File: src/hdl/csr_map_pkg.sv
package csr_map_pkg;

    localparam int DATA_W    = 32;
    localparam int CSR_NUM_W = 14;
    localparam int TIMER_W   = 32;
    localparam int INT_LINES = 12;
    localparam int SUBCODE_W = 9;
    localparam int EENTRY_LO = 6;     // entry point is 64 byte aligned

    typedef enum logic [CSR_NUM_W-1:0] {
        CRMD   = 14'h000,
        PRMD   = 14'h001,
        ECFG   = 14'h004,
        ESTAT  = 14'h005,
        ERA    = 14'h006,
        EENTRY = 14'h00C,
        SAVE0  = 14'h030,
        SAVE1  = 14'h031,
        SAVE2  = 14'h032,
        SAVE3  = 14'h033,
        TID    = 14'h040,
        TCFG   = 14'h041,
        TVAL   = 14'h042,
        TICLR  = 14'h044
    } csr_addr_t;

    localparam logic [DATA_W-1:0] CRMD_RESET = 32'h0000_0008;   // DA set, PLV0, IE off

    // crmd
    localparam int PLV_IE_HI    = 2;
    localparam int PLV_IE_LO    = 0;
    localparam int DA_PG_HI     = 4;
    localparam int DA_PG_LO     = 3;
    localparam int DATF_DATM_HI = 8;
    localparam int DATF_DATM_LO = 5;

    // interrupt lines, same layout in ecfg and estat
    localparam int IS_SW_HI  = 1;
    localparam int IS_SW_LO  = 0;
    localparam int LIE_HW_HI = 9;
    localparam int LIE_HW_LO = 2;
    localparam int LIE_TI    = 11;

    localparam int ESTAT_ECODE_HI   = 21;
    localparam int ESTAT_ECODE_LO   = 16;
    localparam int ESTAT_SUBCODE_HI = 30;
    localparam int ESTAT_SUBCODE_LO = 22;

    localparam int TCFG_EN       = 0;
    localparam int TCFG_PERIODIC = 1;

endpackage

File: src/hdl/csr_op_pkg.sv
package csr_op_pkg;

    // encodings follow the pipeline subtype field
    typedef enum logic [3:0] {
        TRAP    = 4'h0,     // exception or interrupt entry
        ERTN    = 4'h6,
        CSRRD   = 4'h8,
        CSRWR   = 4'h9,
        CSRXCHG = 4'hA,
        NOP     = 4'hF
    } csr_op_t;

    typedef enum logic [5:0] {
        INT = 6'h00,
        ADE = 6'h08,        // address error
        ALE = 6'h09,        // misaligned access
        SYS = 6'h0B,
        BRK = 6'h0C,
        INE = 6'h0D         // undefined instruction
    } ecode_t;

endpackage

File: src/hdl/csr_ifs.sv
interface csr_commit_if;
    logic                              commit_valid;
    csr_op_pkg::csr_op_t               commit_op;
    logic [csr_map_pkg::CSR_NUM_W-1:0] commit_num;
    logic [csr_map_pkg::DATA_W-1:0]    commit_wdata;    // mask already applied
    logic [csr_map_pkg::DATA_W-1:0]    commit_pc;
    csr_op_pkg::ecode_t                commit_ecode;
    logic [csr_map_pkg::SUBCODE_W-1:0] commit_subcode;

    modport ctrl (
        output commit_valid, commit_op, commit_num, commit_wdata,
        output commit_pc, commit_ecode, commit_subcode
    );

    modport regs (
        input commit_valid, commit_op, commit_num, commit_wdata,
        input commit_pc, commit_ecode, commit_subcode
    );
endinterface

interface csr_timer_if;
    logic                            tcfg_we;
    logic [csr_map_pkg::TIMER_W-1:0] tcfg_wdata;
    logic                            ti_clr;
    logic [csr_map_pkg::TIMER_W-1:0] tcfg;
    logic [csr_map_pkg::TIMER_W-1:0] tval;
    logic                            ti_pending;

    modport regs (output tcfg_we, tcfg_wdata, ti_clr, input tcfg, tval, ti_pending);

    modport timer (input tcfg_we, tcfg_wdata, ti_clr, output tcfg, tval, ti_pending);
endinterface

File: src/hdl/csr_control.sv
module csr_control
    import csr_map_pkg::*;
    import csr_op_pkg::*;
(
    input  logic                       clk,
    input  logic                       rstn,
    input  logic                       op_valid,
    input  csr_op_t                    op,
    input  logic [CSR_NUM_W-1:0]       csr_num,
    input  logic [DATA_W-1:0]          wdata,
    input  logic [DATA_W-1:0]          wmask,
    input  logic [DATA_W-1:0]          pc,
    input  logic                       excp_valid,
    input  ecode_t                     excp_ecode,
    input  logic [SUBCODE_W-1:0]       excp_subcode,
    input  logic [LIE_HW_HI:LIE_HW_LO] hw_int,
    input  logic                       ti_pending,
    input  logic                       crmd_ie,
    input  logic [INT_LINES-1:0]       ecfg_lie,
    input  logic [IS_SW_HI:IS_SW_LO]   estat_is,
    input  logic [DATA_W-1:0]          era,
    input  logic [DATA_W-1:0]          eentry,
    input  logic [DATA_W-1:0]          rdata_raw,
    output logic [DATA_W-1:0]          rdata,
    output logic                       flush,
    output logic [DATA_W-1:0]          redirect_pc,
    csr_commit_if.ctrl                 commit
);

    logic [INT_LINES-1:0] int_vec;
    logic                 trap_busy;
    logic                 int_req;
    logic                 nxt_valid;
    csr_op_t              nxt_op;
    ecode_t               nxt_ecode;
    logic [SUBCODE_W-1:0] nxt_subcode;
    logic [DATA_W-1:0]    wmask_eff;
    logic [DATA_W-1:0]    merged;
    logic [DATA_W-1:0]    nxt_redirect;

    always_comb
    begin
        int_vec = '0;     // bit 10 has no source
        int_vec[IS_SW_HI:IS_SW_LO]   = estat_is;
        int_vec[LIE_HW_HI:LIE_HW_LO] = hw_int;
        int_vec[LIE_TI]              = ti_pending;
    end

    // IE is only cleared when the trap commits
    assign trap_busy = commit.commit_valid && (commit.commit_op == TRAP);
    assign int_req   = crmd_ie && (|(int_vec & ecfg_lie)) && !trap_busy;

    always_comb
    begin
        nxt_valid   = 1'b0;
        nxt_op      = NOP;
        nxt_ecode   = INT;
        nxt_subcode = '0;
        if (int_req)
        begin
            nxt_valid = 1'b1;
            nxt_op    = TRAP;
        end
        else if (excp_valid)
        begin
            nxt_valid   = 1'b1;
            nxt_op      = TRAP;
            nxt_ecode   = excp_ecode;
            nxt_subcode = excp_subcode;
        end
        else if (op_valid && (op != NOP))
        begin
            nxt_valid = 1'b1;
            nxt_op    = op;
        end
    end

    assign wmask_eff = (nxt_op == CSRXCHG) ? wmask : '1;
    assign merged    = (rdata_raw & ~wmask_eff) | (wdata & wmask_eff);

    always_comb
    begin
        case (nxt_op)
            ERTN:    nxt_redirect = era;
            TRAP:    nxt_redirect = eentry;
            default: nxt_redirect = pc + 32'd4;
        endcase
    end

    always_ff @(posedge clk)
    begin
        if (!rstn)
        begin
            commit.commit_valid <= 1'b0;
            commit.commit_op    <= NOP;
            flush               <= 1'b0;
        end
        else
        begin
            commit.commit_valid <= nxt_valid;
            commit.commit_op    <= nxt_op;
            flush               <= nxt_valid && (nxt_op != CSRRD);
        end
    end

    always_ff @(posedge clk)
    begin
        commit.commit_num     <= csr_num;
        commit.commit_wdata   <= merged;
        commit.commit_pc      <= pc;
        commit.commit_ecode   <= nxt_ecode;
        commit.commit_subcode <= nxt_subcode;
        rdata                 <= rdata_raw;     // value before the op lands
        redirect_pc           <= nxt_redirect;
    end

    a_op_known: assert property (@(posedge clk) disable iff (!rstn)
        op_valid |-> !$isunknown(op))
        else $error("op unknown while op_valid");

endmodule

File: src/hdl/csr_regfile.sv
module csr_regfile
    import csr_map_pkg::*;
    import csr_op_pkg::*;
(
    input  logic                     clk,
    input  logic                     rstn,
    input  logic [CSR_NUM_W-1:0]     rd_num,
    csr_commit_if.regs               commit,
    csr_timer_if.regs                timer,
    output logic [DATA_W-1:0]        rdata_raw,
    output logic [DATA_W-1:0]        crmd,
    output logic                     crmd_ie,
    output logic [INT_LINES-1:0]     ecfg_lie,
    output logic [IS_SW_HI:IS_SW_LO] estat_is,
    output logic [DATA_W-1:0]        era,
    output logic [DATA_W-1:0]        eentry,
    output logic                     excp_flush,
    output logic                     ertn_flush
);

    logic [DATF_DATM_HI:0]       crmd_q;
    logic [PLV_IE_HI:PLV_IE_LO]  prmd_q;
    logic [INT_LINES-1:0]        ecfg_lie_q;
    logic [IS_SW_HI:IS_SW_LO]    estat_sw_q;
    ecode_t                      estat_ecode_q;
    logic [SUBCODE_W-1:0]        estat_subcode_q;
    logic [DATA_W-1:0]           era_q;
    logic [DATA_W-1:EENTRY_LO]   eentry_q;
    logic [DATA_W-1:0]           save_q [0:3];
    logic [DATA_W-1:0]           tid_q;
    logic [DATA_W-1:0]           wd;
    logic                        wr_commit;

    assign wd        = commit.commit_wdata;
    assign wr_commit = commit.commit_valid &&
                       ((commit.commit_op == CSRWR) || (commit.commit_op == CSRXCHG));

    // timer side effects land with the commit edge
    assign timer.tcfg_we    = wr_commit && (commit.commit_num == TCFG);
    assign timer.tcfg_wdata = wd[TIMER_W-1:0];
    assign timer.ti_clr     = wr_commit && (commit.commit_num == TICLR) && wd[0];

    assign crmd     = {{(DATA_W-DATF_DATM_HI-1){1'b0}}, crmd_q};
    assign crmd_ie  = crmd_q[PLV_IE_HI];
    assign ecfg_lie = ecfg_lie_q;
    assign estat_is = estat_sw_q;
    assign era      = era_q;
    assign eentry   = {eentry_q, {EENTRY_LO{1'b0}}};

    always_comb
    begin
        rdata_raw = '0;     // unknown numbers read zero
        case (rd_num)
            CRMD:   rdata_raw[DATF_DATM_HI:0] = crmd_q;
            PRMD:   rdata_raw[PLV_IE_HI:PLV_IE_LO] = prmd_q;
            ECFG:   rdata_raw[INT_LINES-1:0] = ecfg_lie_q;
            ESTAT:
            begin
                rdata_raw[IS_SW_HI:IS_SW_LO]                 = estat_sw_q;
                rdata_raw[LIE_TI]                            = timer.ti_pending;
                rdata_raw[ESTAT_ECODE_HI:ESTAT_ECODE_LO]     = estat_ecode_q;
                rdata_raw[ESTAT_SUBCODE_HI:ESTAT_SUBCODE_LO] = estat_subcode_q;
            end
            ERA:    rdata_raw = era_q;
            EENTRY: rdata_raw = eentry;
            SAVE0, SAVE1, SAVE2, SAVE3:
                    rdata_raw = save_q[rd_num[1:0]];
            TID:    rdata_raw = tid_q;
            TCFG:   rdata_raw[TIMER_W-1:0] = timer.tcfg;
            TVAL:   rdata_raw[TIMER_W-1:0] = timer.tval;
            default: ;
        endcase
    end

    always_ff @(posedge clk)
    begin
        if (!rstn)
        begin
            crmd_q          <= CRMD_RESET[DATF_DATM_HI:0];
            prmd_q          <= '0;
            ecfg_lie_q      <= '0;
            estat_sw_q      <= '0;
            estat_ecode_q   <= INT;
            estat_subcode_q <= '0;
            era_q           <= '0;
            eentry_q        <= '0;
            save_q          <= '{default: '0};
            tid_q           <= '0;
            excp_flush      <= 1'b0;
            ertn_flush      <= 1'b0;
        end
        else
        begin
            excp_flush <= 1'b0;
            ertn_flush <= 1'b0;
            if (commit.commit_valid)
            begin
                case (commit.commit_op)
                    TRAP:
                    begin
                        prmd_q                      <= crmd_q[PLV_IE_HI:PLV_IE_LO];
                        crmd_q[PLV_IE_HI:PLV_IE_LO] <= '0;     // kernel, irq off
                        era_q                       <= commit.commit_pc;
                        estat_ecode_q               <= commit.commit_ecode;
                        estat_subcode_q             <= commit.commit_subcode;
                        excp_flush                  <= 1'b1;
                    end
                    ERTN:
                    begin
                        crmd_q[PLV_IE_HI:PLV_IE_LO] <= prmd_q;
                        ertn_flush                  <= 1'b1;
                    end
                    CSRWR, CSRXCHG:
                    begin
                        case (commit.commit_num)
                            CRMD:
                            begin
                                crmd_q[PLV_IE_HI:PLV_IE_LO] <= wd[PLV_IE_HI:PLV_IE_LO];
                                crmd_q[DATF_DATM_HI:DATF_DATM_LO] <=
                                    wd[DATF_DATM_HI:DATF_DATM_LO];
                                // DA and PG may not both be set or both clear
                                if (wd[DA_PG_HI] ^ wd[DA_PG_LO])
                                    crmd_q[DA_PG_HI:DA_PG_LO] <= wd[DA_PG_HI:DA_PG_LO];
                            end
                            PRMD:   prmd_q <= wd[PLV_IE_HI:PLV_IE_LO];
                            ECFG:
                            begin
                                ecfg_lie_q[LIE_TI]             <= wd[LIE_TI];
                                ecfg_lie_q[LIE_HW_HI:IS_SW_LO] <= wd[LIE_HW_HI:IS_SW_LO];
                            end
                            ESTAT:  estat_sw_q <= wd[IS_SW_HI:IS_SW_LO];   // sw bits only
                            ERA:    era_q <= wd;
                            EENTRY: eentry_q <= wd[DATA_W-1:EENTRY_LO];
                            SAVE0, SAVE1, SAVE2, SAVE3:
                                    save_q[commit.commit_num[1:0]] <= wd;
                            TID:    tid_q <= wd;
                            default: ;
                        endcase
                    end
                    default: ;
                endcase
            end
        end
    end

    a_commit_op_legal: assert property (@(posedge clk) disable iff (!rstn)
        commit.commit_valid |-> (commit.commit_op inside {TRAP, ERTN, CSRRD, CSRWR, CSRXCHG}))
        else $error("illegal op committed");

endmodule

File: src/hdl/csr_timer.sv
module csr_timer
    import csr_map_pkg::*;
(
    input logic        clk,
    input logic        rstn,
    csr_timer_if.timer timer
);

    logic [TIMER_W-1:0] tcfg_q;
    logic [TIMER_W-1:0] tval_q;
    logic               wr_pending;     // tcfg written last cycle
    logic               ti_pending_q;
    logic               en;
    logic [TIMER_W-1:0] init_val;

    assign en       = tcfg_q[TCFG_EN];
    assign init_val = {tcfg_q[TIMER_W-1:TCFG_PERIODIC+1], 2'b00};

    assign timer.tcfg       = tcfg_q;
    assign timer.tval       = en ? tval_q : '0;
    assign timer.ti_pending = ti_pending_q;

    always_ff @(posedge clk)
    begin
        if (!rstn)
        begin
            tcfg_q       <= '0;
            tval_q       <= '0;
            wr_pending   <= 1'b0;
            ti_pending_q <= 1'b0;
        end
        else
        begin
            wr_pending <= timer.tcfg_we;
            if (timer.tcfg_we)
                tcfg_q <= timer.tcfg_wdata;

            if (timer.ti_clr)
                ti_pending_q <= 1'b0;
            else if (en && !wr_pending && (tval_q == '0))
                ti_pending_q <= 1'b1;

            if (en)
            begin
                if (wr_pending || ((tval_q == '0) && tcfg_q[TCFG_PERIODIC]))
                    tval_q <= init_val;
                else if (tval_q != '1)
                    tval_q <= tval_q - 1'b1;   // one-shot parks at all ones
            end
        end
    end

    a_tcfg_known: assert property (@(posedge clk) disable iff (!rstn)
        timer.tcfg_we |-> !$isunknown(timer.tcfg_wdata))
        else $error("tcfg written with unknown data");

endmodule

File: src/hdl/csr_top.sv
module csr_top
    import csr_map_pkg::*;
    import csr_op_pkg::*;
(
    input  logic                           clk,
    input  logic                           rstn,
    input  logic                           op_valid,
    input  csr_op_t                        op,
    input  logic [CSR_NUM_W-1:0]           csr_num,
    input  logic [DATA_W-1:0]              wdata,
    input  logic [DATA_W-1:0]              wmask,
    input  logic [DATA_W-1:0]              pc,
    input  logic                           excp_valid,
    input  ecode_t                         excp_ecode,
    input  logic [SUBCODE_W-1:0]           excp_subcode,
    input  logic [LIE_HW_HI-LIE_HW_LO:0]   hw_int,
    output logic [DATA_W-1:0]              rdata,
    output logic                           flush,
    output logic [DATA_W-1:0]              redirect_pc,
    output logic                           excp_flush,
    output logic                           ertn_flush,
    output logic [DATA_W-1:0]              crmd
);

    logic [DATA_W-1:0]        rdata_raw;
    logic                     crmd_ie;
    logic [INT_LINES-1:0]     ecfg_lie;
    logic [IS_SW_HI:IS_SW_LO] estat_is;
    logic [DATA_W-1:0]        era;
    logic [DATA_W-1:0]        eentry;

    csr_commit_if commit_bus ();
    csr_timer_if  timer_bus ();

    csr_control control_inst (
        .clk          (clk),
        .rstn         (rstn),
        .op_valid     (op_valid),
        .op           (op),
        .csr_num      (csr_num),
        .wdata        (wdata),
        .wmask        (wmask),
        .pc           (pc),
        .excp_valid   (excp_valid),
        .excp_ecode   (excp_ecode),
        .excp_subcode (excp_subcode),
        .hw_int       (hw_int),
        .ti_pending   (timer_bus.ti_pending),
        .crmd_ie      (crmd_ie),
        .ecfg_lie     (ecfg_lie),
        .estat_is     (estat_is),
        .era          (era),
        .eentry       (eentry),
        .rdata_raw    (rdata_raw),
        .rdata        (rdata),
        .flush        (flush),
        .redirect_pc  (redirect_pc),
        .commit       (commit_bus.ctrl)
    );

    csr_regfile regfile_inst (
        .clk        (clk),
        .rstn       (rstn),
        .rd_num     (csr_num),
        .commit     (commit_bus.regs),
        .timer      (timer_bus.regs),
        .rdata_raw  (rdata_raw),
        .crmd       (crmd),
        .crmd_ie    (crmd_ie),
        .ecfg_lie   (ecfg_lie),
        .estat_is   (estat_is),
        .era        (era),
        .eentry     (eentry),
        .excp_flush (excp_flush),
        .ertn_flush (ertn_flush)
    );

    csr_timer timer_inst (
        .clk   (clk),
        .rstn  (rstn),
        .timer (timer_bus.timer)
    );

endmodule

File: config.mk
export PLATFORM = sky130hd
export DESIGN_NAME = csr_top
export DESIGN_NICKNAME = d
export VERILOG_FILES = /design/src/hdl/csr_map_pkg.sv /design/src/hdl/csr_op_pkg.sv /design/src/hdl/csr_ifs.sv /design/src/hdl/csr_control.sv /design/src/hdl/csr_regfile.sv /design/src/hdl/csr_timer.sv /design/src/hdl/csr_top.sv
export SDC_FILE = /design/constraint.sdc
export NUM_CORES = 1
export LEC_CHECK = 0
export BUFFER_PORTS_ARGS = -buffer_cell sky130_fd_sc_hd__buf_2
export CORE_MARGIN = 3
export CORE_UTILIZATION = 39
export CTS_CLUSTER_SIZE = 10
export DETAILED_ROUTE_END_ITERATION = 8
export SLEW_MARGIN = 40
export SYNTH_ARGS = -nofsm -noshare
export SYNTH_HDL_FRONTEND = slang
export SYNTH_SLANG_ARGS = --single-unit
File: constraint.sdc
create_clock -name clk -period 7.8 [get_ports clk]
set_input_delay 1.95 -clock clk [delete_from_list [all_inputs] [get_ports clk]]
set_output_delay 1.95 -clock clk [all_outputs]
set_load 0.1 [all_outputs]
==> impl.org <==
** Clock tree
- Number of buffers on the longest clock path :: 3
- Root buffer cell :: sky130_fd_sc_hd__clkbuf_16
- Number of clock buffers inserted by TritonCTS :: between 50 and 60
- Setup Buffers After CTS :: 0
- Post_cts resized :: 0
- Reg clk slew, reported paths :: ~0.060 ns
- TritonCTS built the clock tree.
- H-tree levels :: 2
- Clock Sink Count :: between 400 and 500
- The clock reaches the later pin of the worst-skew pair after just over 0.6 ns.
- After clock tree synthesis, the flow added hold-fix buffers numbering 0.

** Yosys
- The synthesized netlist devotes 1.25% of its cell area to XOR and XNOR gates.
- Cells taking the most area after synthesis :: sky130_fd_sc_hd__dfxtp_1 48%, sky130_fd_sc_hd__nand2_1 7.0%, sky130_fd_sc_hd__mux2i_1 6.1%
- Synthesis instantiated 80 different standard cells from the library.
- Yosys printed 0 warnings.
- Synthesized-area fraction occupied by adder cells :: less than 1%
- Counting flops with an async set or reset pin after synthesis yields a share of 0%.
- Summing the areas of all compound-gate instances in the mapped netlist gives 14.4% of the synthesized area.
- EDFF count, synth :: 0
- The synthesized netlist devotes roughly a fifth of its cell area to simple gates.
- Synth Cell Area :: 0.0203 sq mm
- Number of storage elements in the synthesis netlist :: 489
- In the synthesized netlist, the number of instances is about 2200.
- Cell taking the most area after synthesis :: sky130_fd_sc_hd__dfxtp_1
- Largest family of logic cells by synthesized area :: simple AND/OR/NAND/NOR gates
- The share of the Yosys chip area taken by registers is between 40 and 50%.
- Mux contribution to synthesized area :: between 10 and 15%
- Top flip-flop cell by instance count after synthesis :: sky130_fd_sc_hd__dfxtp_1
- Share of Yosys cell area claimed by the top area cell type :: a little under 50%
- The average instance in the mapped netlist occupies roughly 9 sq um.

** Floorplanning
- The die is 234 um wide.
- Starting density of the core :: between 30% and 40%
- 240 I/O pins were placed.
- In this run the standard cell core region covers approximately 0.05 sq mm.
- Number of core rows :: 83
- The die covers ~0.055 sq mm.
- The die is ~230 um tall.

** Critical path
- On the worst path, the slowest cell contributes a delay of slightly below 0.8 ns.
- Top cell family by delay on the critical path :: simple AND/OR/NAND/NOR gates
- Counting both buffers and inverters, the worst setup path holds a total of 1.
- Slowest stage cell, crit path :: sky130_fd_sc_hd__and3_2
- STA classifies the critical path endpoint as a flop.
- Kind of critical path :: in -> reg
- Data required time of the critical path :: between 8 and 9 ns
- Arrival time at the worst endpoint :: ~4.6 ns
- STA classifies the critical path startpoint as a primary input.
- Maximum fanout along the worst path :: 32
- Cell chain of the critical path :: buf_2 -> or4_1 -> nor3_1 -> and3_2 -> a22oi_1 -> nand4_1 -> mux2_2

** Drt
- After detailed routing, the average wire length per cell comes to about 23 um.
- Remaining antenna violation count :: 0
- Vias after detailed routing :: approximately 18000
- After detailed routing, the total wire length is 69.8 mm.
- Total DRC errors in the routed layout :: 0
- Count of TritonRoute iterations in the first routing pass :: 8
- Initial DRC count :: approximately 2300
- After detailed routing, the number of vias per cell comes to between 5 and 6.

** Timing
- Post-layout minimum cycle time :: approximately 4.1 ns
- Final number of max-transition violations :: 0
- Fin Clk Skew :: 0.0133 ns
- Of the available clock period, the critical path in the final layout requires about 52%.
- Hold timing on the final database bottoms out at a slack of 0.441 ns.
- Maximum clock frequency :: between 0.2 and 0.25 GHz
- Total negative slack :: 0 ns
- Unrepaired setup endpoints after global routing :: no
- Headroom to the max-slew limit :: a little over two fifths
- Slew at the pin closest to its max-slew limit :: approximately 0.87 ns
- Setup violations remaining at the end of the flow were counted as 0.
- The hold violation count in the final report is 0.

** Placement
- Placer Congestion :: 0.941
- Detailed-placement wirelength estimate :: 47.5 mm
- The count of buffers added on input and output ports is around 220.

** Layout
- The layout has 4936 filler cells.
- Highest-count cells in the layout ignoring fill and taps :: 489 x sky130_fd_sc_hd__dfxtp_1, 378 x sky130_fd_sc_hd__nand2_1, 216 x sky130_fd_sc_hd__buf_2
- Fraction of final layout cells sized beyond drive strength 1 :: a little under a fifth
- In the final design database the tool counted roughly 2500 nets.
- The area growth from synthesis to layout is 14.2%.
- Most common cell after layout, fill and taps aside :: sky130_fd_sc_hd__dfxtp_1

** GRT
- Vias in the first global route :: 16700
- Initial antenna violation count :: 4
- Routing usage on met2 :: 39.1%
- Largest net degree at the start of global routing :: roughly 140
- GR met1 Demand/Resource :: 33.9%
- Global Route Usage Sum :: between 20% and 30%
- Grt ovf :: 0
- GR Util met3 :: under 10%
- Global-route wire length before repair :: roughly 100 mm
- The global routing stage identified its most utilized layer as met2.

** Hold path
- Worst hold path type :: reg -> reg

** Status
- Status :: finished clean

** Job
- Max capacitance violation total :: 0

** Pwr
- Largest vdd supply drop :: approximately 0.14 mV
- In this run the power density over the cells is about 220 mW/mm^2.
- Leakage :: about 8.9 nW
power breakdown:
part           internal [mW]  total (mW)  switching, mW  leakage (nW)
Clock                   1.29        2.27          0.979         0.714
Sequential              2.54        2.59         0.0494          3.98
Combinational         0.0813       0.350          0.269          4.18
per-stage QoR:
step	worst slack [ns]	utilization, %	cell area [sq um]	total power [mW]	cells
after CTS	3.55	45.1	23200	5.24	3030
after detailed placement	2.93	42.2	21700	2.99	2968
after global placement	2.99	42.2	21700	2.99	2967
after floorplan	3.77	-	20400	2.88	2259
after global routing	3.69	45.2	23200	5.36	3034
final	3.72	45.2	23200	5.21	3035
worst min-delay path, cell delays in order (launching register included):
cell	delay [ns]
sky130_fd_sc_hd__dfxtp_1	0.29
sky130_fd_sc_hd__nand2_1	0.05
sky130_fd_sc_hd__a21oi_1	0.05
cells by family after synthesis:
logic type,Yosys count
other,1
XOR/XNOR,29
AND/OR/NAND/NOR,867
AO/OA/AOI/OAI,425
multiplexers,189
flip-flops,489
adder cells (fa/ha/maj),4
buffers and inverters,233
flip-flops by register name, summed over array words and instances (netlist names), 2 cells and up:
name,cells
timer_inst.timer.tcfg,32
regfile_inst.estat_subcode_q,9
control_inst.rdata,32
control_inst.commit.commit_subcode,9
regfile_inst.save_q,128
control_inst.redirect_pc,32
regfile_inst.estat_is,2
control_inst.commit.commit_ecode,6
control_inst.commit.commit_num,14
control_inst.commit.commit_wdata,32
control_inst.commit.commit_op,4
regfile_inst.prmd_q,3
timer_inst.tval_q,32
control_inst.commit.commit_pc,32
regfile_inst.tid_q,32
regfile_inst.era,32
regfile_inst.crmd_q,9
regfile_inst.eentry_q,26
regfile_inst.ecfg_lie,11
regfile_inst.estat_ecode_q,6
final timing paths:
check | start | endpoint | slack, ns | depth (start not counted)
hold reg to reg | control_inst.commit.commit_ecode[4] | regfile_inst.estat_ecode_q[4] | 0.44 | 2
setup reg to reg | control_inst.commit.commit_num[11] | regfile_inst.era[21] | 4.49 | 7
setup / recovery | csr_num[9] | control_inst.commit.commit_wdata[29] | 3.72 | 7
hold / removal | control_inst.commit.commit_ecode[4] | regfile_inst.estat_ecode_q[4] | 0.44 | 2
metal layers:
metal  up-vias  share of wire, %
li1       8088                 -
met1      8642                42
met2       844                46
met3       144               8.8
met4         2               3.1
met5         -             0.019
area by class of cell:
cell class / instances / area (sq um) / area share, %
well taps: 680 / 851 / 3.66
flip-flops and latches: 489 / 9790 / 42.2
repair buffers: 251 / 1370 / 5.91
diodes: 3 / 7.51 / 0.0323
clock inverters: 2 / 38.8 / 0.167
clock buffers: 60 / 1420 / 6.09
multi-input cells: 1537 / 9690 / 41.7
inverters: 13 / 56.3 / 0.242
cells in the mapped netlist, drive strengths merged, types with 4 or more instances:
cell and n:
dfxtp 489, nand2 381, nor2 210, a21oi 169, clkbuf 153, mux2i 124, nand3 107, buf 67
o21ai 52, a222oi 51, a22oi 51, a311oi 36, mux2 33, mux4 32, nor3 29, and2 24
nor4 21, nand4 20, xor2 19, inv 12, or4 12, and3 11, o22ai 11, xnor2 10
a211oi 8, a31oi 8, nand4b 8, nor2b 8, or2 8, or3 8, a221oi 7, nand2b 6
o31ai 6, a22o 5, ha 4
No activity file was read; power rests on OpenSTA's default activity.
